<file path="config.mk">
export PLATFORM = sky130hd
export DESIGN_NAME = toy_core
export DESIGN_NICKNAME = d
export VERILOG_FILES = /design/src/toy_core_pkg.sv /design/src/fetch_stage.sv /design/src/decode_stage.sv /design/src/execute_stage.sv /design/src/writeback_stage.sv /design/src/hazard_unit.sv /design/src/toy_core.sv
export SDC_FILE = /design/constraint.sdc
export NUM_CORES = 1
export LEC_CHECK = 0
export ABC_AREA = 1
export BUFFER_PORTS_ARGS = -buffer_cell sky130_fd_sc_hd__buf_4
export CAP_MARGIN = 10
export CORE_MARGIN = 1
export CORE_UTILIZATION = 45
export DETAILED_ROUTE_END_ITERATION = 10
export PLACE_DENSITY = 0.66
export SKIP_CTS_REPAIR_TIMING = 1
export SLEW_MARGIN = 20
export SYNTH_ARGS = -nofsm -noshare
export SYNTH_HDL_FRONTEND = slang
export SYNTH_SLANG_ARGS = --single-unit
</file>
<file path="constraint.sdc">
create_clock -name clk -period 2.9 [get_ports clk]
set_clock_uncertainty 0.05 [all_clocks]
set_input_delay 0.58 -clock clk [delete_from_list [all_inputs] [get_ports clk]]
set_output_delay 0.58 -clock clk [all_outputs]
set_load 0.005 [all_outputs]
</file>
<file path="src/toy_core_pkg.sv">
package toy_core_pkg;

    // instruction layout, opcode in the top bits
    parameter int INSTR_W   = 16;
    parameter int OP_W      = 2;
    parameter int OPERAND_W = INSTR_W - OP_W;

    // instruction memory is 256 words
    parameter int ADDR_W = 8;

    // fetch target after a retired trap
    parameter logic [ADDR_W-1:0] TRAP_VECTOR = 8'hF0;

    // accumulator instruction set
    typedef enum logic [OP_W-1:0] {
        // acc = acc + operand
        OP_ADD  = 2'b00,
        // acc = 0
        OP_CLR  = 2'b01,
        // jump to operand address when acc is nonzero
        OP_BNZ  = 2'b10,
        // jump to trap vector, cause from operand bit 0
        OP_TRAP = 2'b11
    } opcode_t;

    // reason reported with a pipeline flush
    typedef enum logic [1:0] {
        CAUSE_NONE   = 2'b00,
        CAUSE_BRANCH = 2'b01,
        CAUSE_TRAP_A = 2'b10,
        CAUSE_TRAP_B = 2'b11
    } cause_t;

endpackage

</file>
<file path="src/fetch_stage.sv">
module fetch_stage (
    input  logic                               clk,
    input  logic                               rst,
    input  logic                               flush,
    input  logic [toy_core_pkg::ADDR_W-1:0]    redirect_pc,
    output logic                               wb_cyc,
    output logic                               wb_stb,
    output logic [toy_core_pkg::ADDR_W-1:0]    wb_adr,
    input  logic                               wb_ack,
    input  logic [toy_core_pkg::INSTR_W-1:0]   wb_dat_i,
    output logic                               if_valid,
    output logic [toy_core_pkg::INSTR_W-1:0]   if_instr,
    output logic [toy_core_pkg::ADDR_W-1:0]    if_pc
);

    // address of the access in flight, held until ack
    logic [toy_core_pkg::ADDR_W-1:0] pc;
    logic                            busy;
    // open cycle was overtaken by a flush, its data is stale
    logic                            drop_resp;
    logic [toy_core_pkg::ADDR_W-1:0] pend_pc;
    logic                            resp;

    assign resp   = busy && wb_ack;
    assign wb_cyc = busy;
    assign wb_stb = busy;
    assign wb_adr = pc;

    // bus master, back to back reads once out of reset
    always_ff @(posedge clk) begin
        if (rst) begin
            pc        <= '0;
            busy      <= 1'b0;
            drop_resp <= 1'b0;
        end else if (!busy) begin
            busy <= 1'b1;
            if (flush) begin
                pc <= redirect_pc;
            end
        end else if (resp) begin
            drop_resp <= 1'b0;
            if (flush) begin
                pc <= redirect_pc;
            end else if (drop_resp) begin
                pc <= pend_pc;
            end else begin
                pc <= pc + 1'b1;
            end
        end else if (flush) begin
            drop_resp <= 1'b1;
        end
    end

    // redirect parked until the open cycle completes
    always_ff @(posedge clk) begin
        if (busy && !wb_ack && flush) begin
            pend_pc <= redirect_pc;
        end
    end

    // fetch/decode register
    always_ff @(posedge clk) begin
        if (rst) begin
            if_valid <= 1'b0;
        end else begin
            if_valid <= resp && !flush && !drop_resp;
        end
    end

    always_ff @(posedge clk) begin
        if (resp) begin
            if_instr <= wb_dat_i;
            if_pc    <= pc;
        end
    end

endmodule

</file>
<file path="src/decode_stage.sv">
module decode_stage (
    input  logic                                 clk,
    input  logic                                 rst,
    input  logic                                 flush,
    input  logic                                 if_valid,
    input  logic [toy_core_pkg::INSTR_W-1:0]     if_instr,
    input  logic [toy_core_pkg::ADDR_W-1:0]      if_pc,
    output logic                                 id_valid,
    output toy_core_pkg::opcode_t                id_op,
    output logic [toy_core_pkg::OPERAND_W-1:0]   id_operand,
    output logic [toy_core_pkg::ADDR_W-1:0]      id_pc
);

    toy_core_pkg::opcode_t                 dec_op;
    logic [toy_core_pkg::OPERAND_W-1:0]    dec_operand;

    // opcode sits above the operand field
    assign dec_op = toy_core_pkg::opcode_t'(
        if_instr[toy_core_pkg::INSTR_W-1 -: toy_core_pkg::OP_W]);
    assign dec_operand = if_instr[toy_core_pkg::OPERAND_W-1:0];

    // decode/execute register
    always_ff @(posedge clk) begin
        if (rst) begin
            id_valid <= 1'b0;
        end else begin
            id_valid <= if_valid && !flush;
        end
    end

    always_ff @(posedge clk) begin
        if (if_valid) begin
            id_op      <= dec_op;
            id_operand <= dec_operand;
            id_pc      <= if_pc;
        end
    end

endmodule

</file>
<file path="src/execute_stage.sv">
module execute_stage #(
    parameter int DATA_W = 16
) (
    input  logic                                 clk,
    input  logic                                 rst,
    input  logic                                 flush,
    input  logic                                 id_valid,
    input  toy_core_pkg::opcode_t                id_op,
    input  logic [toy_core_pkg::OPERAND_W-1:0]   id_operand,
    input  logic [toy_core_pkg::ADDR_W-1:0]      id_pc,
    input  logic [DATA_W-1:0]                    arch_acc,
    output logic                                 flush_from_ex,
    output logic [toy_core_pkg::ADDR_W-1:0]      redirect_ex_pc,
    output logic                                 ex_valid,
    output toy_core_pkg::opcode_t                ex_op,
    output logic [DATA_W-1:0]                    ex_result,
    output logic [toy_core_pkg::OPERAND_W-1:0]   ex_operand,
    output logic [toy_core_pkg::ADDR_W-1:0]      ex_pc
);

    logic [DATA_W-1:0] fwd_acc;
    logic [DATA_W-1:0] operand_ext;
    logic [DATA_W-1:0] new_acc;

    // older item still waiting in writeback has the newest acc
    assign fwd_acc = (ex_valid && ex_op != toy_core_pkg::OP_TRAP) ? ex_result : arch_acc;

    // zero extended operand
    assign operand_ext = DATA_W'(id_operand);

    always_comb begin
        case (id_op)
            toy_core_pkg::OP_ADD: new_acc = fwd_acc + operand_ext;
            toy_core_pkg::OP_CLR: new_acc = '0;
            default:              new_acc = fwd_acc;
        endcase
    end

    // branch resolves here, target is the low operand bits
    assign flush_from_ex  = id_valid && (id_op == toy_core_pkg::OP_BNZ) && (fwd_acc != '0);
    assign redirect_ex_pc = id_operand[toy_core_pkg::ADDR_W-1:0];

    // execute/writeback register
    always_ff @(posedge clk) begin
        if (rst) begin
            ex_valid <= 1'b0;
        end else begin
            ex_valid <= id_valid && !flush;
        end
    end

    always_ff @(posedge clk) begin
        if (id_valid) begin
            ex_op      <= id_op;
            ex_result  <= new_acc;
            ex_operand <= id_operand;
            ex_pc      <= id_pc;
        end
    end

endmodule

</file>
<file path="src/writeback_stage.sv">
module writeback_stage #(
    parameter int DATA_W = 16
) (
    input  logic                                 clk,
    input  logic                                 rst,
    input  logic                                 ex_valid,
    input  toy_core_pkg::opcode_t                ex_op,
    input  logic [DATA_W-1:0]                    ex_result,
    input  logic [toy_core_pkg::OPERAND_W-1:0]   ex_operand,
    input  logic [toy_core_pkg::ADDR_W-1:0]      ex_pc,
    output logic [DATA_W-1:0]                    arch_acc,
    output logic                                 flush_from_wb,
    output toy_core_pkg::cause_t                 cause_from_wb,
    output logic                                 retire_valid,
    output logic [toy_core_pkg::ADDR_W-1:0]      retire_pc,
    output logic [DATA_W-1:0]                    retire_acc,
    output toy_core_pkg::cause_t                 retire_cause
);

    logic is_trap;

    assign is_trap       = ex_op == toy_core_pkg::OP_TRAP;
    assign flush_from_wb = ex_valid && is_trap;

    // trap cause picked by operand bit 0
    assign cause_from_wb = !flush_from_wb ? toy_core_pkg::CAUSE_NONE :
                           ex_operand[0]  ? toy_core_pkg::CAUSE_TRAP_B :
                                            toy_core_pkg::CAUSE_TRAP_A;

    // architectural accumulator, traps leave it alone
    always_ff @(posedge clk) begin
        if (rst) begin
            arch_acc <= '0;
        end else if (ex_valid && !is_trap) begin
            arch_acc <= ex_result;
        end
    end

    // retire port, one cycle behind commit
    always_ff @(posedge clk) begin
        if (rst) begin
            retire_valid <= 1'b0;
            retire_pc    <= '0;
            retire_acc   <= '0;
            retire_cause <= toy_core_pkg::CAUSE_NONE;
        end else begin
            retire_valid <= ex_valid;
            if (ex_valid) begin
                retire_pc    <= ex_pc;
                retire_acc   <= is_trap ? arch_acc : ex_result;
                retire_cause <= cause_from_wb;
            end
        end
    end

endmodule

</file>
<file path="src/hazard_unit.sv">
module hazard_unit (
    input  logic                               flush_from_wb,
    input  logic                               flush_from_ex,
    input  toy_core_pkg::cause_t               cause_from_wb,
    input  logic [toy_core_pkg::ADDR_W-1:0]    redirect_ex_pc,
    output logic                               flush_to_fetch,
    output logic                               flush_to_if_id,
    output logic                               flush_to_id_ex,
    output logic                               flush_to_ex_wb,
    output logic [toy_core_pkg::ADDR_W-1:0]    redirect_pc,
    output toy_core_pkg::cause_t               flush_cause
);

    // writeback is the oldest source and wins over execute
    assign flush_cause    = flush_from_wb ? cause_from_wb :
                            flush_from_ex ? toy_core_pkg::CAUSE_BRANCH :
                                            toy_core_pkg::CAUSE_NONE;

    assign redirect_pc    = flush_from_wb ? toy_core_pkg::TRAP_VECTOR : redirect_ex_pc;

    // only a trap kills the item leaving execute
    assign flush_to_ex_wb = flush_from_wb ? 1'b1 : 1'b0;

    assign flush_to_id_ex = flush_from_wb ? 1'b1 :
                            flush_from_ex ? 1'b1 : 1'b0;

    assign flush_to_if_id = flush_from_wb ? 1'b1 :
                            flush_from_ex ? 1'b1 : 1'b0;

    // pc follows the same sources as the front register
    assign flush_to_fetch = flush_to_if_id;

endmodule

</file>
<file path="src/toy_core.sv">
module toy_core #(
    parameter int DATA_W = 16
) (
    input  logic                               clk,
    input  logic                               rst,
    output logic                               wb_cyc,
    output logic                               wb_stb,
    output logic [toy_core_pkg::ADDR_W-1:0]    wb_adr,
    input  logic                               wb_ack,
    input  logic [toy_core_pkg::INSTR_W-1:0]   wb_dat_i,
    output logic                               retire_valid,
    output logic [toy_core_pkg::ADDR_W-1:0]    retire_pc,
    output logic [DATA_W-1:0]                  retire_acc,
    output toy_core_pkg::cause_t               retire_cause,
    output toy_core_pkg::cause_t               flush_cause
);

    logic                                if_valid;
    logic [toy_core_pkg::INSTR_W-1:0]    if_instr;
    logic [toy_core_pkg::ADDR_W-1:0]     if_pc;

    logic                                id_valid;
    toy_core_pkg::opcode_t               id_op;
    logic [toy_core_pkg::OPERAND_W-1:0]  id_operand;
    logic [toy_core_pkg::ADDR_W-1:0]     id_pc;

    logic                                ex_valid;
    toy_core_pkg::opcode_t               ex_op;
    logic [DATA_W-1:0]                   ex_result;
    logic [toy_core_pkg::OPERAND_W-1:0]  ex_operand;
    logic [toy_core_pkg::ADDR_W-1:0]     ex_pc;

    logic [DATA_W-1:0]                   arch_acc;
    logic                                flush_from_ex;
    logic [toy_core_pkg::ADDR_W-1:0]     redirect_ex_pc;
    logic                                flush_from_wb;
    toy_core_pkg::cause_t                cause_from_wb;

    logic                                flush_to_fetch;
    logic                                flush_to_if_id;
    logic                                flush_to_id_ex;
    logic                                flush_to_ex_wb;
    logic [toy_core_pkg::ADDR_W-1:0]     redirect_pc;

    // pc and fetch/decode register sit behind one flush input
    fetch_stage u_fetch (
        .clk(clk), .rst(rst), .flush(flush_to_fetch | flush_to_if_id),
        .redirect_pc(redirect_pc), .wb_cyc(wb_cyc), .wb_stb(wb_stb), .wb_adr(wb_adr),
        .wb_ack(wb_ack), .wb_dat_i(wb_dat_i),
        .if_valid(if_valid), .if_instr(if_instr), .if_pc(if_pc)
    );

    decode_stage u_decode (
        .clk(clk), .rst(rst), .flush(flush_to_id_ex),
        .if_valid(if_valid), .if_instr(if_instr), .if_pc(if_pc),
        .id_valid(id_valid), .id_op(id_op), .id_operand(id_operand), .id_pc(id_pc)
    );

    execute_stage #(.DATA_W(DATA_W)) u_execute (
        .clk(clk), .rst(rst), .flush(flush_to_ex_wb),
        .id_valid(id_valid), .id_op(id_op), .id_operand(id_operand), .id_pc(id_pc),
        .arch_acc(arch_acc), .flush_from_ex(flush_from_ex), .redirect_ex_pc(redirect_ex_pc),
        .ex_valid(ex_valid), .ex_op(ex_op), .ex_result(ex_result),
        .ex_operand(ex_operand), .ex_pc(ex_pc)
    );

    writeback_stage #(.DATA_W(DATA_W)) u_writeback (
        .clk(clk), .rst(rst),
        .ex_valid(ex_valid), .ex_op(ex_op), .ex_result(ex_result),
        .ex_operand(ex_operand), .ex_pc(ex_pc),
        .arch_acc(arch_acc), .flush_from_wb(flush_from_wb), .cause_from_wb(cause_from_wb),
        .retire_valid(retire_valid), .retire_pc(retire_pc),
        .retire_acc(retire_acc), .retire_cause(retire_cause)
    );

    hazard_unit u_hazard (
        .flush_from_wb(flush_from_wb), .flush_from_ex(flush_from_ex),
        .cause_from_wb(cause_from_wb), .redirect_ex_pc(redirect_ex_pc),
        .flush_to_fetch(flush_to_fetch), .flush_to_if_id(flush_to_if_id),
        .flush_to_id_ex(flush_to_id_ex), .flush_to_ex_wb(flush_to_ex_wb),
        .redirect_pc(redirect_pc), .flush_cause(flush_cause)
    );

endmodule

</file>
==> results by group <==
Drt
  • Via count: 4352
  • Initial DRC Count: 478
  • Routed WL: 12600 µm
  • Vias/cell: about 5.0
  • Remaining DRCs: 0
  • Post-route ant nets: 0
  • Routed WL per cell: roughly 15 µm
  • DR pass1 iterations: 5

Power
  • Clock Power Share: 46.5%
  • Power consumption: 0.00443 W
  • Pint: 0.00336 W
  • Reg power frac: 49.0%
  • Combinational share of power: ~4.5%
  • Pleak: 3.04 nW
  • Sw power: 0.00107 W
  • Peak VDD IR: 0.301 mV
  • Sw frac: 24.1%
  • Cell Pwr Density: 602 nW/µm²

Timing
  • Fin worst setup slack: between 70 and 80 ps
  • RSZ-0062 raised after global routing: true
  • FMAX: approximately 350 MHz
  • Final setup fails: 0
  • Max_slew headroom: 47.3%
  • Final Hold Viols: 0
  • Final min period: 2820 ps
  • Post-route setup TNS: 0 ps
  • Max-slew violation count: 0
  • Part of the cycle the worst path needs: 97.3%
  • Slew at the pin closest to its max-slew limit: 789 ps

Clock network
  • TritonCTS clock tree: done
  • CTS root buffer: clkbuf_16
  • Maximum clock path buffer count: 2
  • Max H-tree Level: 4
  • Worst-path clk slew: 60 ps
  • Sink Count: 139
  • CTS buffer count: 17
  • Worst-Skew Late Latency: 430 ps

Setup path
  • RR Startpoint: u_execute.ex_op[1]
  • Crit Path Max Fanout: 12
  • Kind of critical path: reg -> out
  • Worst r2r dst: u_execute.ex_result[14]
  • Crit path required time: 2270 ps
  • CP Data Arrival Time: 2190 ps
  • Worst r2r path cells: 19
  • Worst Setup End Kind: primary output
  • CP startpoint kind: flip-flop
  • Reg2reg setup slack: 130 ps

Logic synthesis
  • Largest cells by area after synthesis: edfxtp_1 (42%), dfxtp_1 (19%), nand2_1 (8.3%), nor2_1 (4.4%), ha_1 (4.0%)
  • Synth unique cells: 40
  • Cell Area, Synth: 5950 µm²
  • Syn nets: 640
  • Asr flop ratio synth: 0%
  • Number of enable flip-flop cells after synthesis: 83
  • Synth cell count leaders: nand2_1 (131), edfxtp_1 (83), nor2_1 (69), dfxtp_1 (56), inv_1 (48)
  • Register area share after synthesis: 60.7%
  • Count leader, synth: nand2_1
  • Yosys top cell area share: a little over two fifths
  • Post-Syn Instances: around 600
  • Synth Register Bits: 139
  • Synth Area per Inst: 9.90 µm²
  • Post-synth top area cell: edfxtp_1
  • Synth warnings: 0
  • Top_reg_cell synth: edfxtp_1

Final layout
  • Antenna fix cells: 0
  • Footprint of the multi-input gates: 2130 µm²
  • Layout area overhead: 23.7%
  • FF+latch area: roughly 3600 µm²
  • FILL cells: about 1100
  • Fin nets: 719
  • Layout cells sized above 1: between 20 and 25%

Die
  • # rows: a little over 40
  • Initial Util: 46.6%
  • Ports: 58
  • Die area: 13700 µm²
  • Die Y: 117 µm
  • Core footprint: 12800 µm²
  • Die width: 117 µm

Placed design
  • Gp weighted congestion: roughly 0.85
  • Port buffer count: 57
  • HPWL Detailed: around 8700 µm
  • Pre-CTS setup slack: -53.0 ps

Min path
  • WHS Endpoint: u_fetch.if_instr[0]
  • Hold Crit Depth: 1
  • Hold WC Path Type: in -> reg
  • Min-Delay Startpoint: wb_dat_i[0]

Global routing
  • Largest net degree at the start of global routing: 42
  • GRT overflow: 0
  • Initial antenna violation count: 0
  • Number of global-route vias before repair: 3883
  • First-pass GRT wire length: 19700 µm
  • Total track usage: 19.5%

Job
  • Max-cap violations: 0

Run status
  • Outcome: complete, no violations
==> area by class of cell <==
class	count	share of cell area (%)
repair buffers	82	8.73
multi-input cells	390	29.0
clock buffers	17	5.78
inverters	50	2.55
well taps	172	2.92
clock inverters	15	1.99
flip-flops and latches	139	49.1
==> power by group through the flow <==
| stage | clock [W] | sequential, W | combinational (W) |
|---|---|---|---|
| floorplan | 0 | 0.00221 | 0.000117 |
| global placement | 0 | 0.00221 | 0.000188 |
| detailed placement | 0 | 0.00221 | 0.000191 |
| CTS | 0.00211 | 0.00217 | 0.000193 |
| global route | 0.00220 | 0.00218 | 0.000224 |
| finish | 0.00206 | 0.00217 | 0.000201 |
==> flip-flops by register name, summed over array words and instances, names as in the netlist <==
name / count
u_execute.ex_operand: 1
u_writeback.retire_pc: 8
u_decode.id_operand: 14
u_fetch.if_instr: 16
u_decode.id_pc: 8
u_fetch.pend_pc: 8
u_execute.ex_valid: 1
u_fetch.wb_cyc: 1
u_writeback.retire_valid: 1
u_execute.ex_result: 16
u_writeback.retire_acc: 16
u_fetch.if_valid: 1
u_writeback.retire_cause: 2
u_decode.id_valid: 1
u_decode.id_op: 2
u_fetch.if_pc: 8
u_execute.ex_pc: 8
u_fetch.wb_adr: 8
u_writeback.arch_acc: 16
u_execute.ex_op: 2
u_fetch.drop_resp: 1
==> placed cells by master (no fill, tap or decap), types with 2 or more instances in the layout <==
cell / Yosys / layout
buf_4: 2 / 78
o21ai_2: 1 / 3
inv_8: 0 / 4
nand2_2: 11 / 19
nor2_1: 69 / 66
ha_4: 0 / 2
or2_2: 4 / 4
inv_1: 48 / 45
inv_2: 1 / 4
a31oi_1: 15 / 15
nand2_4: 6 / 8
o21bai_1: 3 / 2
nand3_2: 1 / 7
nor2_2: 3 / 5
nand3_1: 37 / 31
xnor2_1: 2 / 2
ha_1: 19 / 17
a21oi_1: 24 / 24
clkinvlp_4: 0 / 2
nand4_1: 4 / 4
clkbuf_16: 0 / 17
o21ai_1: 5 / 6
inv_6: 0 / 6
clkinv_4: 0 / 2
dfxtp_1: 56 / 56
xor2_1: 2 / 2
nor3b_1: 2 / 2
buf_6: 6 / 2
nand2_1: 131 / 121
o21ai_0: 34 / 31
edfxtp_1: 83 / 83
nor3_1: 3 / 2
o22ai_1: 5 / 5
==> layer usage <==
layer,part of all wire [%],global-route usage [%],routed length [µm],vias up
met5,0,0,0,-
met4,1.8,8.86,224,0
met3,5.9,5.10,739,15
met2,45,28.0,5650,144
met1,48,27.6,6000,1999
li1,-,-,-,2194
==> stage by stage <==
| step | std cells | utilization [%] | area, µm² | hold slack, ps |
|---|---|---|---|---|
| 3_3_place_gp | 825 | 51.5 | 6580 | 352 |
| 6_report | 865 | 57.6 | 7360 | 280 |
| 3_5_place_dp | 825 | 51.5 | 6580 | 355 |
| 2_1_floorplan | 601 | - | 5950 | 350 |
| 5_1_grt | 865 | 57.6 | 7360 | 258 |
| 4_1_cts | 857 | 56.0 | 7150 | 259 |
==> cell families after synthesis <==
family | after synthesis | synth area share [%]
muxes | 1 | 0.168
adders and majority gates | 20 | 4.33
xor gates and xnor gates | 4 | 0.589
buffers and inverters | 72 | 5.51
AOI/OAI and AO/OA | 92 | 8.62
DFF | 139 | 60.7
and+or+nand+nor | 273 | 20.1
==> worst max-delay path by stage <==
stage                             from                 endpoint  slack, ps  depth (start not counted)
floorplan           u_execute.ex_op[0]  u_execute.ex_result[12]        100                         20
global placement    u_execute.ex_op[0]  u_execute.ex_result[12]         40                         19
detailed placement  u_execute.ex_op[0]  u_execute.ex_result[12]        -50                         19
CTS                 u_execute.ex_op[0]           flush_cause[0]       -210                         13
global route        u_execute.ex_op[1]           flush_cause[0]        -30                         13
finish              u_execute.ex_op[1]           flush_cause[0]         80                         13
==> critical path, stage by stage (launching register included) <==
cell and delay (ps):
edfxtp_1 430, nand2_4 130, nand2_4 60, buf_6 140, buf_8 140, nand2_1 70
nand2_2 80, nor2_1 110, nand2_1 80, nor2_2 120, nand2_2 90, nand2_4 80
o21ai_1 60, buf_4 160
Power figures use the tool's default switching activity.
